## config.mk

```make
export PLATFORM = sky130hd
export DESIGN_NAME = lut_lookup
export DESIGN_NICKNAME = d
export VERILOG_FILES = /design/src/lut_pkg.sv /design/src/lut_lookup.sv
export SDC_FILE = /design/constraint.sdc
export NUM_CORES = 1
export LEC_CHECK = 0
export BUFFER_PORTS_ARGS = -buffer_cell sky130_fd_sc_hd__buf_2
export CAP_MARGIN = 20
export CELL_PAD_IN_SITES_DETAIL_PLACEMENT = 2
export CELL_PAD_IN_SITES_GLOBAL_PLACEMENT = 2
export CORE_UTILIZATION = 14
export CTS_CLUSTER_DIAMETER = 50
export CTS_CLUSTER_SIZE = 12
export DETAILED_ROUTE_END_ITERATION = 10
export GPL_TIMING_DRIVEN = 1
export PLACE_DENSITY_LB_ADDON = 0.1
export SLEW_MARGIN = 25
export SYNTH_ARGS = -nofsm -noshare
export SYNTH_HDL_FRONTEND = slang
export SYNTH_SLANG_ARGS = --single-unit
export TNS_END_PERCENT = 5
```

## constraint.sdc

```tcl
create_clock -name clk -period 3.8 [get_ports clk]
set_clock_uncertainty 0.15 [all_clocks]
set_input_delay 0.76 -clock clk [delete_from_list [all_inputs] [get_ports clk]]
set_output_delay 0.76 -clock clk [all_outputs]
set_load 0.005 [all_outputs]
```

## src/lut_pkg.sv

```systemverilog
package lut_pkg;

   // Entry and stream width
   localparam int DATA_W = 32;

   // One bus beat fills one RAM word
   localparam int BUS_DATA_W = 64;

   localparam int LANES = BUS_DATA_W / DATA_W;
   localparam int LANE_W = $clog2(LANES);

   // RAM word address, top bit selects the bank in ping-pong mode
   localparam int ADDR_W = 10;
   localparam int BANK_BIT = ADDR_W - 1;

   localparam int BUS_ADDR_W = 32;

   // Beat count minus one
   localparam int LEN_W = 8;

   typedef struct packed {
      logic [BUS_ADDR_W-1:0] ext_addr;
      logic [LEN_W-1:0]      length;
      logic                  ping_pong;
   } lut_cfg_t;

   typedef struct packed {
      logic                  en;
      logic [ADDR_W-1:0]     addr;
      logic [BUS_DATA_W-1:0] data;
   } ram_wr_t;

endpackage

```

## src/lut_lookup.sv

```systemverilog
`timescale 1ns/1ps

module lut_lookup (
   input  logic                               clk,
   input  logic                               rst,
   input  logic [lut_pkg::DATA_W-1:0]         in0,
   input  logic                               cfg_ping_pong,
   input  logic                               bank,
   output logic [lut_pkg::ADDR_W-1:0]         rd_addr,
   input  logic [lut_pkg::BUS_DATA_W-1:0]     rd_data,
   output logic [lut_pkg::DATA_W-1:0]         out0
);

   localparam int WORD_IDX_W = lut_pkg::ADDR_W - lut_pkg::LANE_W;

   logic [lut_pkg::ADDR_W-1:0]                   rd_addr_next;
   logic [lut_pkg::LANE_W-1:0]                   lane_q1;
   logic [lut_pkg::LANE_W-1:0]                   lane_q2;
   logic [lut_pkg::LANES-1:0][lut_pkg::DATA_W-1:0] word_lanes;

   // Drop the lane bits, then put the read bank on top
   always_comb begin
      rd_addr_next = '0;
      rd_addr_next[WORD_IDX_W-1:0] = in0[lut_pkg::ADDR_W-1:lut_pkg::LANE_W];
      rd_addr_next[lut_pkg::BANK_BIT] = cfg_ping_pong && !bank;
   end

   always_ff @(posedge clk or posedge rst) begin
      if (rst) begin
         rd_addr <= '0;
      end else begin
         rd_addr <= rd_addr_next;
      end
   end

   // Lane select follows the index through the RAM latency
   always_ff @(posedge clk or posedge rst) begin
      if (rst) begin
         lane_q1 <= '0;
         lane_q2 <= '0;
      end else begin
         lane_q1 <= in0[lut_pkg::LANE_W-1:0];
         lane_q2 <= lane_q1;
      end
   end

   // Lane 0 is the low half of the word
   assign word_lanes = rd_data;
   assign out0 = word_lanes[lane_q2];

endmodule

```

# [Word-level counts from Yosys, hierarchy flattened]
# Index checks and enable logic that the tools add are counted.
[totals] regBits=12 wordCells=8 input_bits=100 output_inout_bits=42
[op_classes] n_lt_le_gt_ge=1 mux=2 reduce_logical=2
[ops] op="$mux W32" n=2
[ops] op="$lt A1 B2 Y1 const B" n=1
[ops] op="$logic_and A1 B1 Y1" n=1
[ops] op="$logic_not A1 Y1" n=1

# [Depth between registers and ports, before layout]
# Gate-level depths: netlist (run 1).
[logic_depth] ltp_word=2 ltp_mapped=3 depth_no_buf=1

# [Least setup slack after synthesis (run 1)]
# No wires, ideal clock.
[synth_path] path_type="input -> output" from="input rd_data[0] (netlist bit)" to="output out0[0] (netlist bit)" path_stages=1 t_arrival_ns=1.015 t_required_ns=2.890 slack_ns=1.875 n_path_buf=0 path_cell_list="mux2_4"
[synth_via] elab_chain_cells=2
[synth_rtl] item="from (decl)" line_no="lut_lookup.sv:10" source="input logic [lut_pkg::BUS_DATA_W-1:0] rd_data,"
[synth_rtl] item="$mux W32 (not written as such) (2 in a row)" line_no="lut_lookup.sv:49" source="assign out0 = word_lanes[lane_q2];"
[synth_rtl] item="to (decl)" line_no="lut_lookup.sv:11" source="output logic [lut_pkg::DATA_W-1:0] out0"
# No other way between the ends. The select of a mux whose other input is x is not followed.

# [Worst setup path in the final report (run 1)]
[layout_path] from="register lane_q2" to="output out0[31] (netlist bit)"
[layout_via] elab_chain_cells=2
[layout_rtl] item="from (decl)" line_no="lut_lookup.sv:18" source="logic [lut_pkg::LANE_W-1:0] lane_q2;"
[layout_rtl] item="from (signal assigned)" line_no="lut_lookup.sv:43" source="lane_q2 <= lane_q1;"
[layout_rtl] item="$mux W32 (not written as such) (2 in a row)" line_no="lut_lookup.sv:49"
# No other way between the ends. The select of a mux whose other input is x is not followed.

==> reports/qor.csv, run 1 <==
stage;metric;value;unit
clock_tree;numCtsBuffers;3;
floorplan;core.rowCount;28;
floorplan;dieArea;6420;sq um
power;ir_drop;218;uV
floorplan;io_pins;142;
yosys;synth_cells;50;
yosys;synth.avg_cell_area;17.1;sq um
critical_path;cp_data_required_time;2.89;ns
floorplan;start_util;0.144;
critical_path;critical_path_class;reg2out;
yosys;syn-num-nets;150;
routing;drt_iter0_drc;11;
cells_and_area;final_common_cell;buf_2;
cells_and_area;fill_cells;693;
clock_tree;clockBufferDepth;2;
critical_path;cp-end-kind;primary output;
cells_and_area;diodes;0;
power;powerDensity;264;nW/um^2
timing;relSlewSlack;0.357;
cells_and_area;final-seq-area;302;sq um
floorplan;die_h;80.1;microns
hold_path;worstHoldPathType;reg2reg;
routing;vias;893;
yosys;synth-seq-cells;12;
clock_tree;cts_tree;built;
place;io_buffers;119;
timing;grt_setup_unrepaired;no;
global_routing;grt_antenna_before_repair;0;
clock_tree;worst_skew_pair.late_latency;0.24;ns
clock_tree;cts_hold_buf;0;
floorplan;die_x;80.1;microns
critical_path;start_kind;flip-flop;
global_routing;grt_pass1_vias;915;
timing;fin_crit_sh;0.713;
routing;ant_nets;0;
global_routing;grt_remaining_overflow;0;
outcome;outcome;finished, final reports clean;
cells_and_area;syn2layout_area_growth;78.9;%
global_routing;grt_max_degree;33;
timing;fin_crit;2.71;ns
run;maxCapViolCount;0;
timing;setup_viol;0;
place;hpwl;2530;microns
routing;drtPass1Iterations;2;
clock_tree;cts.clk_slew.worst_paths;0.05;ns
yosys;ys_types;7;
routing;via_per_inst;3.66;
routing;totalWireLength;2880;microns
floorplan;core;5920;sq um
yosys;synth_area;855;sq um
yosys;yosysSeqAreaShare;0.351;
critical_path;critPathMaxFanout;32;
clock_tree;post_cts_buffers;0;
timing;fin_tns_setup;0;ns
global_routing;grt_pass1_wl;4170;microns
clock_tree;cts_max_level;1;
cells_and_area;nNetsFinal;270;
place;finalWeightedCongestion;0.614;
timing;holdWs;0.195;ns
critical_path;worstPathArrival;1.80;ns
clock_tree;cts_root_buffer;clkbuf_8;
cells_and_area;layout_common_cells;119 x buf_2, 30 x mux2_4, 11 x dfrtp_1;
timing;finalMaxSlewViolations;0;
cells_and_area;multi_input_area;479;sq um
routing;drc_errors;0;
routing;post_drt_wl_per_cell;11.8;microns
yosys;yosysWarnings;0;
power;p_leak;0.899;nW
clock_tree;cts_sinks;12;
timing;fmax;0.369;GHz
cells_and_area;drive_above_1_share;0.923;
timing;tightest_slew;0.964;ns
timing;finalHoldViolCount;0;
clock_tree;cts_resized;0;
global_routing;track_usage;0.0827;
==> power breakdown <==
group / internal (mW) / switching (mW) / leakage (nW)
clock: 0.0913 / 0.0442 / 0.0288
sequential: 0.134 / 0.0102 / 0.140
combinational: 0.0877 / 0.0355 / 0.731
total: 0.313 / 0.0900 / 0.899
==> cells in the mapped netlist <==
| cell | number | area [sq um] |
|---|---|---|
| nor2b_1 | 1 | 6.26 |
| buf_6 | 1 | 11.3 |
| inv_1 | 1 | 3.75 |
| mux2_4 | 30 | 450 |
| mux2_2 | 2 | 22.5 |
| dfrtp_1 | 12 | 300 |
| buf_12 | 3 | 60.1 |
==> worst max-delay path: stages, from the launching register on <==
cell     delay (ns)
dfrtp_2        0.99
mux2_2         0.41
buf_2          0.13
==> layout make-up <==
cell class,instances,area share
Clock buffer,4,0.0360
Inverter,1,0.00245
Multi-Input combinational cell,33,0.313
Sequential cell,12,0.197
Tap cell,75,0.0614
Timing Repair Buffer,119,0.390
==> state kept, by name, indices dropped and copies added (netlist names) <==
name	count
lane_q1	1
lane_q2	1
rd_addr	10
==> final timing paths <==
check | slack (ns) | start | depth (start not counted) | end
min in group asynchronous | 0.36 | rst | 2 | rd_addr[6]
hold / removal | 0.19 | lane_q1 | 0 | lane_q2
hold reg to reg | 0.19 | lane_q1 | 0 | lane_q2
setup / recovery | 1.09 | lane_q2 | 2 | out0[31]
max in group asynchronous | 2.81 | rst | 2 | lane_q2
setup reg to reg | 3.19 | lane_q1 | 0 | lane_q2
==> metrics by stage <==
step                      utilization  std cells  setup WS, ns  instance area, sq um  power (mW)
final                           0.258        244          1.09                  1530       0.403
after global routing            0.258        244         0.982                  1530       0.429
after CTS                       0.258        244          1.04                  1530       0.412
after detailed placement        0.249        240          1.29                  1470       0.274
after global placement          0.249        240          1.34                  1470       0.269
after floorplan                     -         50          1.87                   855       0.206
==> metal layers <==
metal / vias to the layer above / routed length [microns] / global-route usage
li1: 414 / - / -
met1: 419 / 946 / 0.0786
met2: 58 / 1630 / 0.174
met3: 2 / 293 / 0.0170
met4: 0 / 13 / 0.0214
met5: - / 0 / 0
==> cells by family after synthesis <==
kind of cell           share of synthesized area
buffers and inverters                     0.0878
muxes                                      0.553
DFF                                        0.351
and+or+nand+nor                          0.00733
(Power assumes the default switching activity.)
==> run 2, diff against run 1 <==
ABC_AREA = 1   (was unset)
CORE_UTILIZATION = 10   (was 14)
clock period = 2.4 ns   (was 3.8 ns; I/O delays follow)
==> reports/qor.csv, run 2 <==
stage;metric;value;unit;change
timing;fin_crit;2.10;ns;
routing;via_per_inst;3.44;;was 3.66
cells_and_area;syn2layout_area_growth;86.1;%;was 78.9%
yosys;ys_types;9;;was 7
yosys;synth.top_cell.area_share;0.402;;was 0.527
critical_path;critPathMaxFanout;15;;was 32
global_routing;grt_antenna_before_repair;0;;unchanged
critical_path;cp-end-kind;primary output;;unchanged
floorplan;io_pins;142;;unchanged
routing;post_drt_wl_per_cell;10.4;microns;was 11.8 microns
routing;drtPass1Iterations;4;;was 2
routing;drc_errors;0;;unchanged
floorplan;core.rowCount;32;;was 28
clock_tree;numCtsBuffers;3;;unchanged
yosys;synth_edf_count;0;;unchanged
routing;ant_nets;0;;unchanged
floorplan;start_util;0.103;;was 0.144
cells_and_area;utilization;0.192;;was 0.258
critical_path;crit_end;out0[6];;was out0[31]
clock_tree;cts.clk_slew.worst_paths;0.05;ns;about the same
timing;finalHoldViolCount;0;;unchanged
timing;relSlewSlack;0.646;;was 0.357
clock_tree;cts_hold_buf;0;;unchanged
clock_tree;cts_max_level;1;;unchanged
yosys;yosysSeqAreaShare;0.374;;was 0.351
clock_tree;cts_tree;built;;unchanged
global_routing;grt_pass1_wl;5620;microns;was 4170 microns
place;io_buffers;119;;unchanged
critical_path;cp_data_required_time;1.77;ns;was 2.89 ns
clock_tree;cts_resized;0;;unchanged
timing;fin_tns_setup;0;ns;unchanged
critical_path;start_kind;flip-flop;;unchanged
routing;totalWireLength;3530;microns;was 2880 microns
critical_path;ff2ff_path_depth;0;;unchanged
power;ir_drop;346;uV;was 218 uV
critical_path;reg2reg_from;lane_q1;;unchanged
timing;fmax;0.476;GHz;
yosys;synth.avg_cell_area;6.75;sq um;was 17.1 sq um
cells_and_area;top_regs;rd_addr (10), lane_q1 (1), lane_q2 (1);;unchanged
routing;drt_iter0_drc;2;;was 11
floorplan;die_x;91.6;microns;was 80.1 microns
clock_tree;cts_sinks;12;;unchanged
place;finalWeightedCongestion;0.641;;was 0.614
yosys;ys_async_sr_fraction;1.00;;unchanged
yosys;synth_common_cells;86 x nand2_1, 12 x dfrtp_1, 10 x nand2_2;;was 30 x mux2_4, 12 x dfrtp_1, 3 x buf_12
yosys;synth_area_leaders;nand2_1 40%, dfrtp_1 37%, nand2_2 7.8%;;was mux2_4 53%, dfrtp_1 35%, buf_12 7.0%
global_routing;grt_max_degree;33;;unchanged
critical_path;rrSetupSlack;1.79;ns;was 3.19 ns
timing;fin_crit_sh;0.875;;
cells_and_area;diodes;0;;unchanged
timing;setup_viol;0;;unchanged
hold_path;worstHoldPathType;in2async;;was reg2reg
yosys;synth_top_area_cell;nand2_1;;was mux2_4
power;p_leak;0.956;nW;was 0.899 nW
global_routing;grt_remaining_overflow;0;;unchanged
critical_path;critical_path_class;reg2out;;unchanged
timing;holdWs;0.102;ns;was 0.195 ns
cells_and_area;largest_reg_flops;10;;unchanged
global_routing;grt_pass1_vias;1248;;was 915
outcome;outcome;finished, final reports clean;;unchanged
timing;grt_setup_unrepaired;no;;unchanged
timing;tightest_slew;0.531;ns;was 0.964 ns
critical_path;worstPathArrival;1.47;ns;was 1.80 ns
yosys;synth_area;803;sq um;was 855 sq um
yosys;yosysMostFrequentCell;nand2_1;;was mux2_4
power;powerDensity;387;nW/um^2;was 264 nW/um^2
clock_tree;post_cts_buffers;0;;unchanged
cells_and_area;fill_cells;1001;;was 693
cells_and_area;final_common_cell;buf_2;;unchanged
floorplan;dieArea;8400;sq um;was 6420 sq um
cells_and_area;nNetsFinal;339;;was 270
yosys;yosysWarnings;0;;unchanged
routing;vias;1167;;was 893
yosys;synth_flop_cell;dfrtp_1;;unchanged
cells_and_area;drive_above_1_share;0.574;;was 0.923
yosys;synth_cells;119;;was 50
power;power.total;0.579;mW;was 0.403 mW
cells_and_area;layout_common_cells;119 x buf_2, 86 x nand2_1, 12 x dfrtp_1;;was 119 x buf_2, 30 x mux2_4, 11 x dfrtp_1
yosys;synth-seq-cells;12;;unchanged
yosys;syn-num-nets;219;;was 150
critical_path;timing.rr.end;lane_q2;;unchanged
floorplan;die_h;91.6;microns;was 80.1 microns
clock_tree;cts_root_buffer;clkbuf_8;;unchanged
global_routing;track_usage;0.0834;;was 0.0827
run;maxCapViolCount;0;;unchanged
place;hpwl;2940;microns;was 2530 microns
timing;finalMaxSlewViolations;0;;unchanged
critical_path;setup.worst_path.start;lane_q2;;unchanged
clock_tree;clockBufferDepth;2;;unchanged
cells_and_area;largest_register;rd_addr;;unchanged
clock_tree;worst_skew_pair.late_latency;0.23;ns;was 0.24 ns
floorplan;core;7770;sq um;was 5920 sq um
[run 2: cell types whose count changed after synthesis, sizes merged]
cell | previous run | this run
nand2 | 0 | 96
inv | 1 | 3
mux2 | 32 | 0
nor2 | 0 | 1
clkbuf | 0 | 3
nor2b | 1 | 0
[run 2: final cells by class]
| class | instances | area [sq um] | share of cell area |
|---|---|---|---|
| flip-flops and latches | 12 | 300 | 0.201 |
| well taps | 102 | 128 | 0.0854 |
| inverters | 3 | 18.8 | 0.0126 |
| repair buffers | 122 | 618 | 0.413 |
| clock buffers | 3 | 41.3 | 0.0276 |
| multi-input cells | 97 | 389 | 0.260 |
[run 2: critical path, stage by stage, from the launching register on]
cell	delay, ns
dfrtp_1	0.67
buf_4	0.31
nand2_1	0.07
nand2_1	0.07
buf_2	0.11
[run 2: where the power goes]
part,total (mW),internal (mW),leakage (nW),switching (mW)
Combinational,0.187,0.100,0.794,0.0864
Sequential,0.219,0.213,0.141,0.00610
Clock,0.174,0.110,0.0216,0.0639
Total,0.579,0.423,0.956,0.156
[run 2: how the worst min path moves through the flow]
stage | end | slack (ns)
floorplan | lane_q2 | 0.18
global placement | lane_q2 | 0.18
detailed placement | lane_q2 | 0.19
CTS | rd_addr[5] | 0.11
global route | rd_addr[5] | 0.14
finish | rd_addr[9] | 0.10
[run 2: per-stage QoR]
step           area, sq um  instances  setup WS (ns)
6_report              1500        339          0.299
5_1_grt               1500        339         0.0959
4_1_cts               1500        339          0.205
3_5_place_dp          1450        336          0.471
3_3_place_gp          1450        336          0.499
2_1_floorplan          803        119           1.01
[run 2: logic make-up after synthesis]
logic type,after synthesis,synth area share
buffers and inverters,10,0.142
AND/OR/NAND/NOR,97,0.484
flip-flops,12,0.374
[run 2: layer usage]
layer,share of wire,GRT usage
met5,0,0
met4,0.0034,0.0159
met3,0.10,0.0274
met2,0.50,0.155
met1,0.40,0.0920
