## src/lut_pkg.sv

```systemverilog
package lut_pkg;

   // Entry and stream width
   localparam int DATA_W = 32;

   // One bus beat fills one RAM word
   localparam int BUS_DATA_W = 64;

   localparam int LANES = BUS_DATA_W / DATA_W;
   localparam int LANE_W = $clog2(LANES);

   // RAM word address, top bit selects the bank in ping-pong mode
   localparam int ADDR_W = 10;
   localparam int BANK_BIT = ADDR_W - 1;

   localparam int BUS_ADDR_W = 32;

   // Beat count minus one
   localparam int LEN_W = 8;

   typedef struct packed {
      logic [BUS_ADDR_W-1:0] ext_addr;
      logic [LEN_W-1:0]      length;
      logic                  ping_pong;
   } lut_cfg_t;

   typedef struct packed {
      logic                  en;
      logic [ADDR_W-1:0]     addr;
      logic [BUS_DATA_W-1:0] data;
   } ram_wr_t;

endpackage

```

## src/table_loader.sv

```systemverilog
`timescale 1ns/1ps

module table_loader (
   input  logic                               clk,
   input  logic                               rst,
   input  logic                               run,
   input  lut_pkg::lut_cfg_t                  cfg,

   // Read bus
   output logic                               bus_valid,
   output logic [lut_pkg::BUS_ADDR_W-1:0]     bus_addr,
   output logic [lut_pkg::LEN_W-1:0]          bus_len,
   input  logic                               bus_ready,
   input  logic [lut_pkg::BUS_DATA_W-1:0]     bus_rdata,
   input  logic                               bus_last,

   output logic                               done,
   output logic                               bank,
   output lut_pkg::ram_wr_t                   ram_wr
);

   logic                             beat;
   logic                             last_beat;
   logic [lut_pkg::ADDR_W-1:0]       wr_cnt;
   logic [lut_pkg::ADDR_W-1:0]       wr_addr_next;

   logic                             wr_en;
   logic [lut_pkg::ADDR_W-1:0]       wr_addr;
   logic [lut_pkg::BUS_DATA_W-1:0]   wr_data;

   assign beat      = bus_valid && bus_ready;
   assign last_beat = beat && bus_last;

   // Burst length comes straight from the configuration
   assign bus_len = cfg.length;

   // Request level, done flag and captured address
   always_ff @(posedge clk or posedge rst) begin
      if (rst) begin
         bus_valid <= 1'b0;
         done      <= 1'b1;
         bus_addr  <= '0;
      end else if (run) begin
         bus_valid <= 1'b1;
         done      <= 1'b0;
         bus_addr  <= cfg.ext_addr;
      end else if (last_beat) begin
         bus_valid <= 1'b0;
         done      <= 1'b1;
      end
   end

   // Bank flips per run in ping-pong mode, otherwise stays at 0
   always_ff @(posedge clk or posedge rst) begin
      if (rst) begin
         bank <= 1'b0;
      end else if (run) begin
         bank <= cfg.ping_pong ? ~bank : 1'b0;
      end
   end

   // Word counter steps once per counted beat
   always_ff @(posedge clk or posedge rst) begin
      if (rst) begin
         wr_cnt <= '0;
      end else if (run) begin
         wr_cnt <= '0;
      end else if (beat) begin
         wr_cnt <= wr_cnt + 1'b1;
      end
   end

   // Write bank goes on top of the word address
   always_comb begin
      wr_addr_next = wr_cnt;
      if (cfg.ping_pong) begin
         wr_addr_next[lut_pkg::BANK_BIT] = bank;
      end
   end

   always_ff @(posedge clk or posedge rst) begin
      if (rst) begin
         wr_en <= 1'b0;
      end else begin
         wr_en <= beat;
      end
   end

   always_ff @(posedge clk) begin
      if (beat) begin
         wr_addr <= wr_addr_next;
         wr_data <= bus_rdata;
      end
   end

   assign ram_wr = '{en: wr_en, addr: wr_addr, data: wr_data};

   // The bus model may only deliver while a request is open
   a_ready_needs_valid : assert property (
      @(posedge clk) disable iff (rst)
      bus_ready |-> bus_valid
   ) else $error("bus_ready seen with bus_valid low");

   // A burst must fit in one bank when the RAM is split
   a_cnt_within_bank : assert property (
      @(posedge clk) disable iff (rst)
      (bus_valid && cfg.ping_pong) |-> !wr_cnt[lut_pkg::BANK_BIT]
   ) else $error("burst overruns the ping-pong bank");

endmodule

```

## config.mk

```make
export PLATFORM = sky130hd
export DESIGN_NAME = table_loader
export DESIGN_NICKNAME = d
export VERILOG_FILES = /design/src/lut_pkg.sv /design/src/table_loader.sv
export SDC_FILE = /design/constraint.sdc
export NUM_CORES = 1
export LEC_CHECK = 0
export BUFFER_PORTS_ARGS = -buffer_cell sky130_fd_sc_hd__buf_4
export CORE_MARGIN = 1
export CORE_UTILIZATION = 40
export CTS_CLUSTER_DIAMETER = 50
export CTS_CLUSTER_SIZE = 28
export DETAILED_ROUTE_END_ITERATION = 8
export PLACE_DENSITY = 0.76
export SYNTH_ARGS = -nofsm -noshare
export SYNTH_HDL_FRONTEND = slang
export SYNTH_SLANG_ARGS = --single-unit
```

## constraint.sdc

```tcl
create_clock -name clk -period 2.34 [get_ports clk]
set_clock_uncertainty 0.15 [all_clocks]
set_input_delay 0.234 -clock clk [delete_from_list [all_inputs] [get_ports clk]]
set_output_delay 0.234 -clock clk [all_outputs]
set_load 0.005 [all_outputs]
```

**Word level (Yosys, flattened, before mapping)**

Cells that the tools add are included.

- Add/sub/neg operators: 1
- Multiply operators: 0
- Div/mod/pow operators: 0
- Order comparisons: 0
- Eq/ne operators: 0
- Shift-type cells: 0
- Mux-type cells: 8
- Bitwise operators: 1
- Reduce and logical (&&, ||, !) cells: 4

Operator list:

| cell | number |
|---|---|
| 10-bit 2-to-1 mux | 2 |
| 10-bit by 1-bit adder with 10-bit output (second input constant) | 1 |
| 1-bit 2-to-1 mux | 6 |
| 2-bit nonzero test | 2 |
| 1-bit logical AND | 2 |
| 1-bit NOT | 1 |

- Register bits after elaboration: 120
- Bits in latches: 0
- Memory bits (writable): 0
- Memory bits (read-only): 0
- Memories: 0

**Logic depth before layout (Yosys ltp)**

Gate-level depths: netlist of run 1.

- Word-level depth: 4
- Mapped depth: 4
- Depth with buffers taken out: 4

**Least setup slack after synthesis of run 1**

No wires, ideal clock.

- Path type: flip-flop to flip-flop
- From: reg bus_valid
- To: reg wr_addr[0] in the netlist's numbering, enable pin
- Library setup time: 0.428 ns
- Arrival: 2.043 ns
- Required time: 1.762 ns
- Setup slack: -0.281 ns
- Stages on the path, launching flop included: 3
- Path buffers: 0
- Cell sequence: dfrtp_1 > nand2_1 > inv_1

- Longest elaborated chain between the ends: 1

RTL lines:

| element | line | RTL |
|---|---|---|
| from (decl) | table_loader.sv:10 | `output logic bus_valid,` |
| from (signal assigned) | table_loader.sv:40 | `bus_valid <= 1'b0;` |
| from (signal assigned) | table_loader.sv:44 | `bus_valid <= 1'b1;` |
| from (signal assigned) | table_loader.sv:48 | `bus_valid <= 1'b0;` |
| 1-bit logical AND | table_loader.sv:31 | `assign beat = bus_valid && bus_ready;` |
| named net beat | table_loader.sv:22 | `logic beat;` |
| to (signal assigned) | table_loader.sv:91 | `wr_addr <= wr_addr_next;` |
| to (decl) | table_loader.sv:28 | `logic [lut_pkg::ADDR_W-1:0] wr_addr;` |

The timed path passes the listed nets, and every way through them passes these cells.
A chain may end at the register's enable or synchronous reset.

**Final worst setup path of run 1**

- From: reg wr_cnt[0] in the netlist's numbering
- To: reg wr_cnt[6] in the netlist's numbering

- Longest elaborated chain between the ends: 3

RTL lines:

| element | line | RTL |
|---|---|---|
| from (decl) | table_loader.sv:24 | `logic [lut_pkg::ADDR_W-1:0] wr_cnt;` |
| from (signal assigned) | table_loader.sv:69 | `wr_cnt <= wr_cnt + 1'b1;` |
| 10-bit by 1-bit adder with 10-bit output | table_loader.sv:69 |  |
| 10-bit 2-to-1 mux | table_loader.sv:68 | `end else if (beat) begin` |
| 10-bit 2-to-1 mux | table_loader.sv:66 | `end else if (run) begin` |

No other way between the ends. The select of a mux whose other input is x is not followed.

==> results of run 1 <==
[where the power goes]
part	internal [mW]	leakage [nW]	switching, mW
clock	1.73	0.296	0.885
combinational	0.439	1.66	0.251
sequential	2.42	1.27	0.0714
[cells in the mapped netlist]
library cell / count / area [sq um]
dfrtp_1: 45 / 1130
or3_1: 3 / 18.8
nand2_1: 5 / 18.8
edfxtp_1: 74 / 2220
clkbuf_1: 1 / 3.75
a21o_2: 1 / 8.76
xnor2_1: 1 / 8.76
or4_1: 4 / 30.0
dfstp_2: 1 / 26.3
o21ai_0: 4 / 20.0
a21oi_1: 8 / 40.0
buf_4: 9 / 67.6
nand4_2: 1 / 12.5
a31oi_1: 1 / 6.26
buf_2: 4 / 20.0
inv_1: 5 / 18.8
o31ai_1: 4 / 30.0
nor2_1: 3 / 11.3
xor2_1: 1 / 8.76
mux2_2: 33 / 372
nand4_1: 1 / 6.26
nand3_1: 3 / 15.0
ha_1: 1 / 12.5
nand3_2: 2 / 20.0
[cell families (layout without fill, tap and decap cells)]
family | after synthesis | after routing | share of synthesized area
AOI/OAI and AO/OA | 18 | 18 | 0.0255
DFF | 120 | 120 | 0.818
adders and majority gates | 1 | 1 | 0.00303
muxes | 33 | 33 | 0.0901
buffers and inverters | 19 | 353 | 0.0267
xor gates and xnor gates | 2 | 2 | 0.00425
and+or+nand+nor | 22 | 22 | 0.0322
[cells in the final DEF (no fill, tap or decap), types with 3 or more instances in the layout]
| master | n |
|---|---|
| or3_1 | 3 |
| o21ai_0 | 4 |
| a21oi_1 | 8 |
| inv_1 | 3 |
| dlygate4sd3_1 | 101 |
| nand3_1 | 3 |
| clkbuf_1 | 4 |
| dfrtp_1 | 45 |
| or4_1 | 4 |
| clkbuf_8 | 4 |
| buf_4 | 214 |
| o31ai_1 | 4 |
| edfxtp_1 | 74 |
| mux2_2 | 33 |
| nand2_1 | 5 |
| nor2_1 | 3 |
| clkbuf_16 | 18 |
[cell type report]
cell class	count	area [sq um]	share of cell area
sequential	120	3370	0.453
clock buffer	26	520	0.0699
inverter	5	22.5	0.00302
tap	133	166	0.0223
multi-input combinational	76	639	0.0859
clock inverter	6	86.3	0.0116
timing repair buffer	316	2640	0.354
[worst max path at each step]
| stage | from | end | cells after the start | slack [ns] |
|---|---|---|---|---|
| floorplan | bus_valid | wr_addr[0] | 2 | 0.08 |
| global placement | wr_cnt[0] | wr_cnt[8] | 4 | 0.75 |
| detailed placement | wr_cnt[0] | wr_cnt[6] | 4 | 0.70 |
| CTS | wr_cnt[0] | wr_cnt[6] | 4 | 0.68 |
| global route | bus_valid | wr_cnt[9] | 3 | 0.56 |
| finish | wr_cnt[0] | wr_cnt[6] | 4 | 0.68 |
[metrics by stage]
stage / hold slack [ns] / worst slack [ns] / instance area, sq um
after floorplan: 0.183 / 0.0803 / 4130
after global placement: 0.143 / 0.746 / 5830
after detailed placement: 0.152 / 0.697 / 5830
after CTS: 0.0433 / 0.682 / 7450
after global routing: 0.0777 / 0.560 / 7450
final: 0.0673 / 0.675 / 7450
[worst max-delay path: stages, from the launching register on]
cell and delay [ns]:
dfrtp_1 0.42, ha_1 0.19, nand3_2 0.14, or4_1 0.51, a21oi_1 0.17
[sequential cells by signal (all words and copies together) (netlist names)]
| name | cells |
|---|---|
| wr_addr | 10 |
| wr_data | 64 |
| bank | 1 |
| wr_en | 1 |
| bus_addr | 32 |
| wr_cnt | 10 |
| bus_valid | 1 |
| done | 1 |
[metal layers]
layer  vias to the layer above  global-route usage  routed length (um)
li1                       1446                   -                   -
met1                      1581               0.268                4820
met2                       189               0.458                6990
met3                        35              0.0743                 934
met4                         0               0.136                 545
met5                         -                   0                   0
[what timing repair did]
item | CTS | global route
hold endpoints to repair | 122 | 0
hold buffers | 101 | 0
setup endpoints to repair | 0 | 0
resized for setup | 0 | 0
==> impl_metrics.tcl, run 1 <==
set metrics [dict create \
    synth_nets 326 \
    fillers 538 \
    ir_drop_mv 0.462 \
    timing_hold_violations_final 0 \
    via_per_inst 4.77 \
    stdcell_count 682 \
    endpoint_kind "flip-flop" \
    yosysWarnings 0 \
    regToRegStartpoint "wr_cnt[0]" \
    grt_pass1_wl_um 19900 \
    finalSetupTns_ns 0 \
    die_h_um 104 \
    core-area_sq_um 9860 \
    start_util 0.418 \
    chipWidth_um 104 \
    grt_antenna_before_repair 0 \
    dp_cells 549 \
    grt-ovfl-total 0 \
    antenna_cells 0 \
    drt_iter0_drc 180 \
    cts_setup_buffers 0 \
    setup_viol 0 \
    grt_max_degree 53 \
    cp_data_required_time_ns 2.59 \
    clock_path_buffers 2 \
    cts-root-buf "clkbuf_8" \
    rows 36 \
    syn_inst 215 \
    power_leakage_nw 3.23 \
    ios 228 \
    gp_congestion 0.771 \
    fin_crit_ns 1.66 \
    period_share 0.712 \
    hold_end "wr_cnt[2]" \
    relSlewSlack 0.642 \
    vias 3251 \
    path_class "flip-flop to flip-flop" \
    r2r_cells 4 \
    worst_pin_slew_ns 0.536 \
    clock_latency_ns 0.49 \
    crit_fanout 7 \
    slew_viol_final 0 \
    reg2reg_to "wr_cnt[6]" \
    mappedNetlistArea_sq_um 4120 \
    synth_seq_cells 120 \
    nets 647 \
    syn_to_final_growth_pct 80.6 \
    grt_pass1_vias 3541 \
    fmax_ghz 0.601 \
    postRouteAntennaNets 0 \
    yosysSeqAreaShare 0.818 \
    crit_arrival_ns 1.92 \
    cts_tree "yes" \
    synth.avg_cell_area_sq_um 19.2 \
    regToRegSetupSlack_ns 0.68 \
    power_per_cell_area_nw_per_um2 778 \
    dp_hpwl_um 7120 \
    rsz0062_at_grt "no" \
    hp-class "input port to flip-flop" \
    whs_path_depth 2 \
    clock_sinks 120 \
    outcome "completed" \
    grt_use_total 0.255 \
    htreeDepth 4 \
    drv_cap 0 \
    min_from "run" \
    p_total_mw 5.79 \
    die_area_sq_um 10700 \
    path_clk_slew_ns 0.06 \
    drive_gt1_frac 0.515 \
    portBuffers 211 \
    fin_util 0.755 \
    wire_per_inst_um 19.5 \
    wl_um 13300 \
    drtPass1Iterations 6 \
    crit_path_start_kind "flip-flop" \
    drc 0 \
    cts_made_buffers 17 \
    yosysUniqueCellTypes 24 \
]
(Power assumes the default switching activity.)
==> run 2: changes to the inputs <==
--- a/config.mk
+++ b/config.mk
@@ -7,11 +7,11 @@
 export LEC_CHECK = 0
 export BUFFER_PORTS_ARGS = -buffer_cell sky130_fd_sc_hd__buf_4
 export CORE_MARGIN = 1
-export CORE_UTILIZATION = 40
+export CORE_UTILIZATION = 44
 export CTS_CLUSTER_DIAMETER = 50
 export CTS_CLUSTER_SIZE = 28
 export DETAILED_ROUTE_END_ITERATION = 8
-export PLACE_DENSITY = 0.76
+export PLACE_DENSITY = 0.79
 export SYNTH_ARGS = -nofsm -noshare
 export SYNTH_HDL_FRONTEND = slang
 export SYNTH_SLANG_ARGS = --single-unit
==> constraint.sdc (replaced) <==
create_clock -name clk -period 1.6 [get_ports clk]
set_clock_uncertainty 0.15 [all_clocks]
set_input_delay 0.16 -clock clk [delete_from_list [all_inputs] [get_ports clk]]
set_output_delay 0.16 -clock clk [all_outputs]
set_load 0.005 [all_outputs]
==> impl_metrics.tcl, run 2 (synthesis results as in run 1) <==
set metrics [dict create \
    clock_sinks 120 \
    layout_commonest_cell "buf_4" \
    drive_gt1_frac 0.548 \
    cp_data_required_time_ns 1.87 \
    relSlewSlack 0.792 \
    cts-root-buf "clkbuf_8" \
    drc 0 \
    violations "negative setup slack" \
    cts_made_buffers 17 \
    timing_hold_violations_final 0 \
    nets 657 \
    worst_slack_ns -0.0611 \
    path_clk_slew_ns 0.06 \
    grt_pass1_wl_um 22500 \
    chipWidth_um 98.8 \
    r2r_cells 5 \
    power_per_cell_area_nw_per_um2 1130 \
    grt-ovfl-total 0 \
    ios 228 \
    postRouteAntennaNets 0 \
    ir_drop_mv 0.577 \
    post-place-ws_ns 0.0633 \
    vias 3501 \
    drv_cap 0 \
    outcome "complete, but fails checks" \
    clock_path_buffers 2 \
    rows 34 \
    grt_antenna_before_repair 0 \
    endpoint_kind "flip-flop" \
    die_h_um 98.8 \
    fmax_ghz 0.602 \
    via_per_inst 5.26 \
    antenna_cells 0 \
    clock_latency_ns 0.50 \
    fillers 387 \
    wire_per_inst_um 23.7 \
    largest_registers "wr_data x64, bus_addr x32" \
    core-area_sq_um 8890 \
    crit_path_start_kind "input port" \
    p_total_mw 8.62 \
    die_area_sq_um 9760 \
    syn_to_final_growth_pct 84.4 \
    drtPass1Iterations 4 \
    slew_viol_final 0 \
    grt_use_total 0.324 \
    worst_pin_slew_ns 0.312 \
    htreeDepth 4 \
    drt_iter0_drc 279 \
    period_share 1.04 \
    grt_pass1_vias 3746 \
    path_class "input port to flip-flop" \
    largest_reg_flops 64 \
    hp-class "input port to asynchronous set/reset pin" \
    setup_viol 1 \
    cts_tree "yes" \
    start_util 0.464 \
    crit_arrival_ns 1.93 \
    portBuffers 211 \
    power_leakage_nw 3.28 \
    crit_fanout 37 \
    final_cell_mix "buf_4, dlygate4sd3_1, edfxtp_1, dfrtp_1, mux2_2" \
    fin_util 0.855 \
    largest-register "wr_data" \
    grt_max_degree 38 \
    dp_hpwl_um 7390 \
    gp_congestion 0.790 \
    fin_crit_ns 1.66 \
    wl_um 15800 \
]
run 2: cell count changes in the layout (fill, tap and decap cells not counted), moves of 3 or more:
cell      delta
buf_4        +3
clkbuf_1     -4
inv_6        +3
dfrtp_1      -6
dfrtp_2      +6
buf_12       +4
run 2: layout make-up:
class	count	area [sq um]	share of cell area
clock buffers	17	414	0.0544
clock inverters	14	175	0.0230
inverters	5	22.5	0.00296
multi-input cells	76	701	0.0921
flip-flops and latches	120	3380	0.445
well taps	108	135	0.0178
repair buffers	326	2780	0.365
run 2: metrics by stage:
stage	std cells	cell area (sq um)	hold slack (ns)	TNS, ns
finish	666	7610	0.0445	-0.0611
global route	666	7610	0.0548	-0.181
CTS	664	7510	0.0109	0
detailed placement	530	5890	-0.0223	0
global placement	530	5890	-0.0231	0
floorplan	215	4140	0.109	-41.61
run 2: report_power, final:
part / total (mW) / switching, mW / internal, mW
clock: 3.87 / 1.49 / 2.38
sequential: 3.66 / 0.121 / 3.54
combinational: 1.10 / 0.411 / 0.687
run 2: path summary, 6_finish.rpt:
check                                 start          end  slack, ns
worst max-delay path                    run         bank      -0.06
worst min-delay path                    rst  bus_addr[9]       0.04
worst max register to register    wr_cnt[1]    wr_cnt[4]       0.01
worst min register to register  bus_addr[6]  bus_addr[6]       0.36
max in group asynchronous               rst    wr_cnt[2]       0.77
min in group clk                     cfg[3]   bus_len[2]       0.17
run 2: layer usage:
| metal | global-route usage | wire, um | up-vias |
|---|---|---|---|
| li1 | - | - | 1462 |
| met1 | 0.363 | 5520 | 1728 |
| met2 | 0.563 | 8210 | 254 |
| met3 | 0.0809 | 1220 | 57 |
| met4 | 0.185 | 820 | 0 |
| met5 | 0 | 0 | - |
run 2: worst max-delay path, cell delays in order:
cell	delay (ns)
dlygate4sd3_1	0.56
clkbuf_8	0.32
nand3_1	0.17
dlygate4sd3_1	0.63
o21ai_0	0.09
run 2: what timing repair did:
item / in CTS / in global routing
gates resized for setup: 0 / 17
setup endpoints to repair: 0 / 7
endpoints found under the hold margin: 153 / 0
setup buffers: 0 / 2
hold buffers: 103 / 0
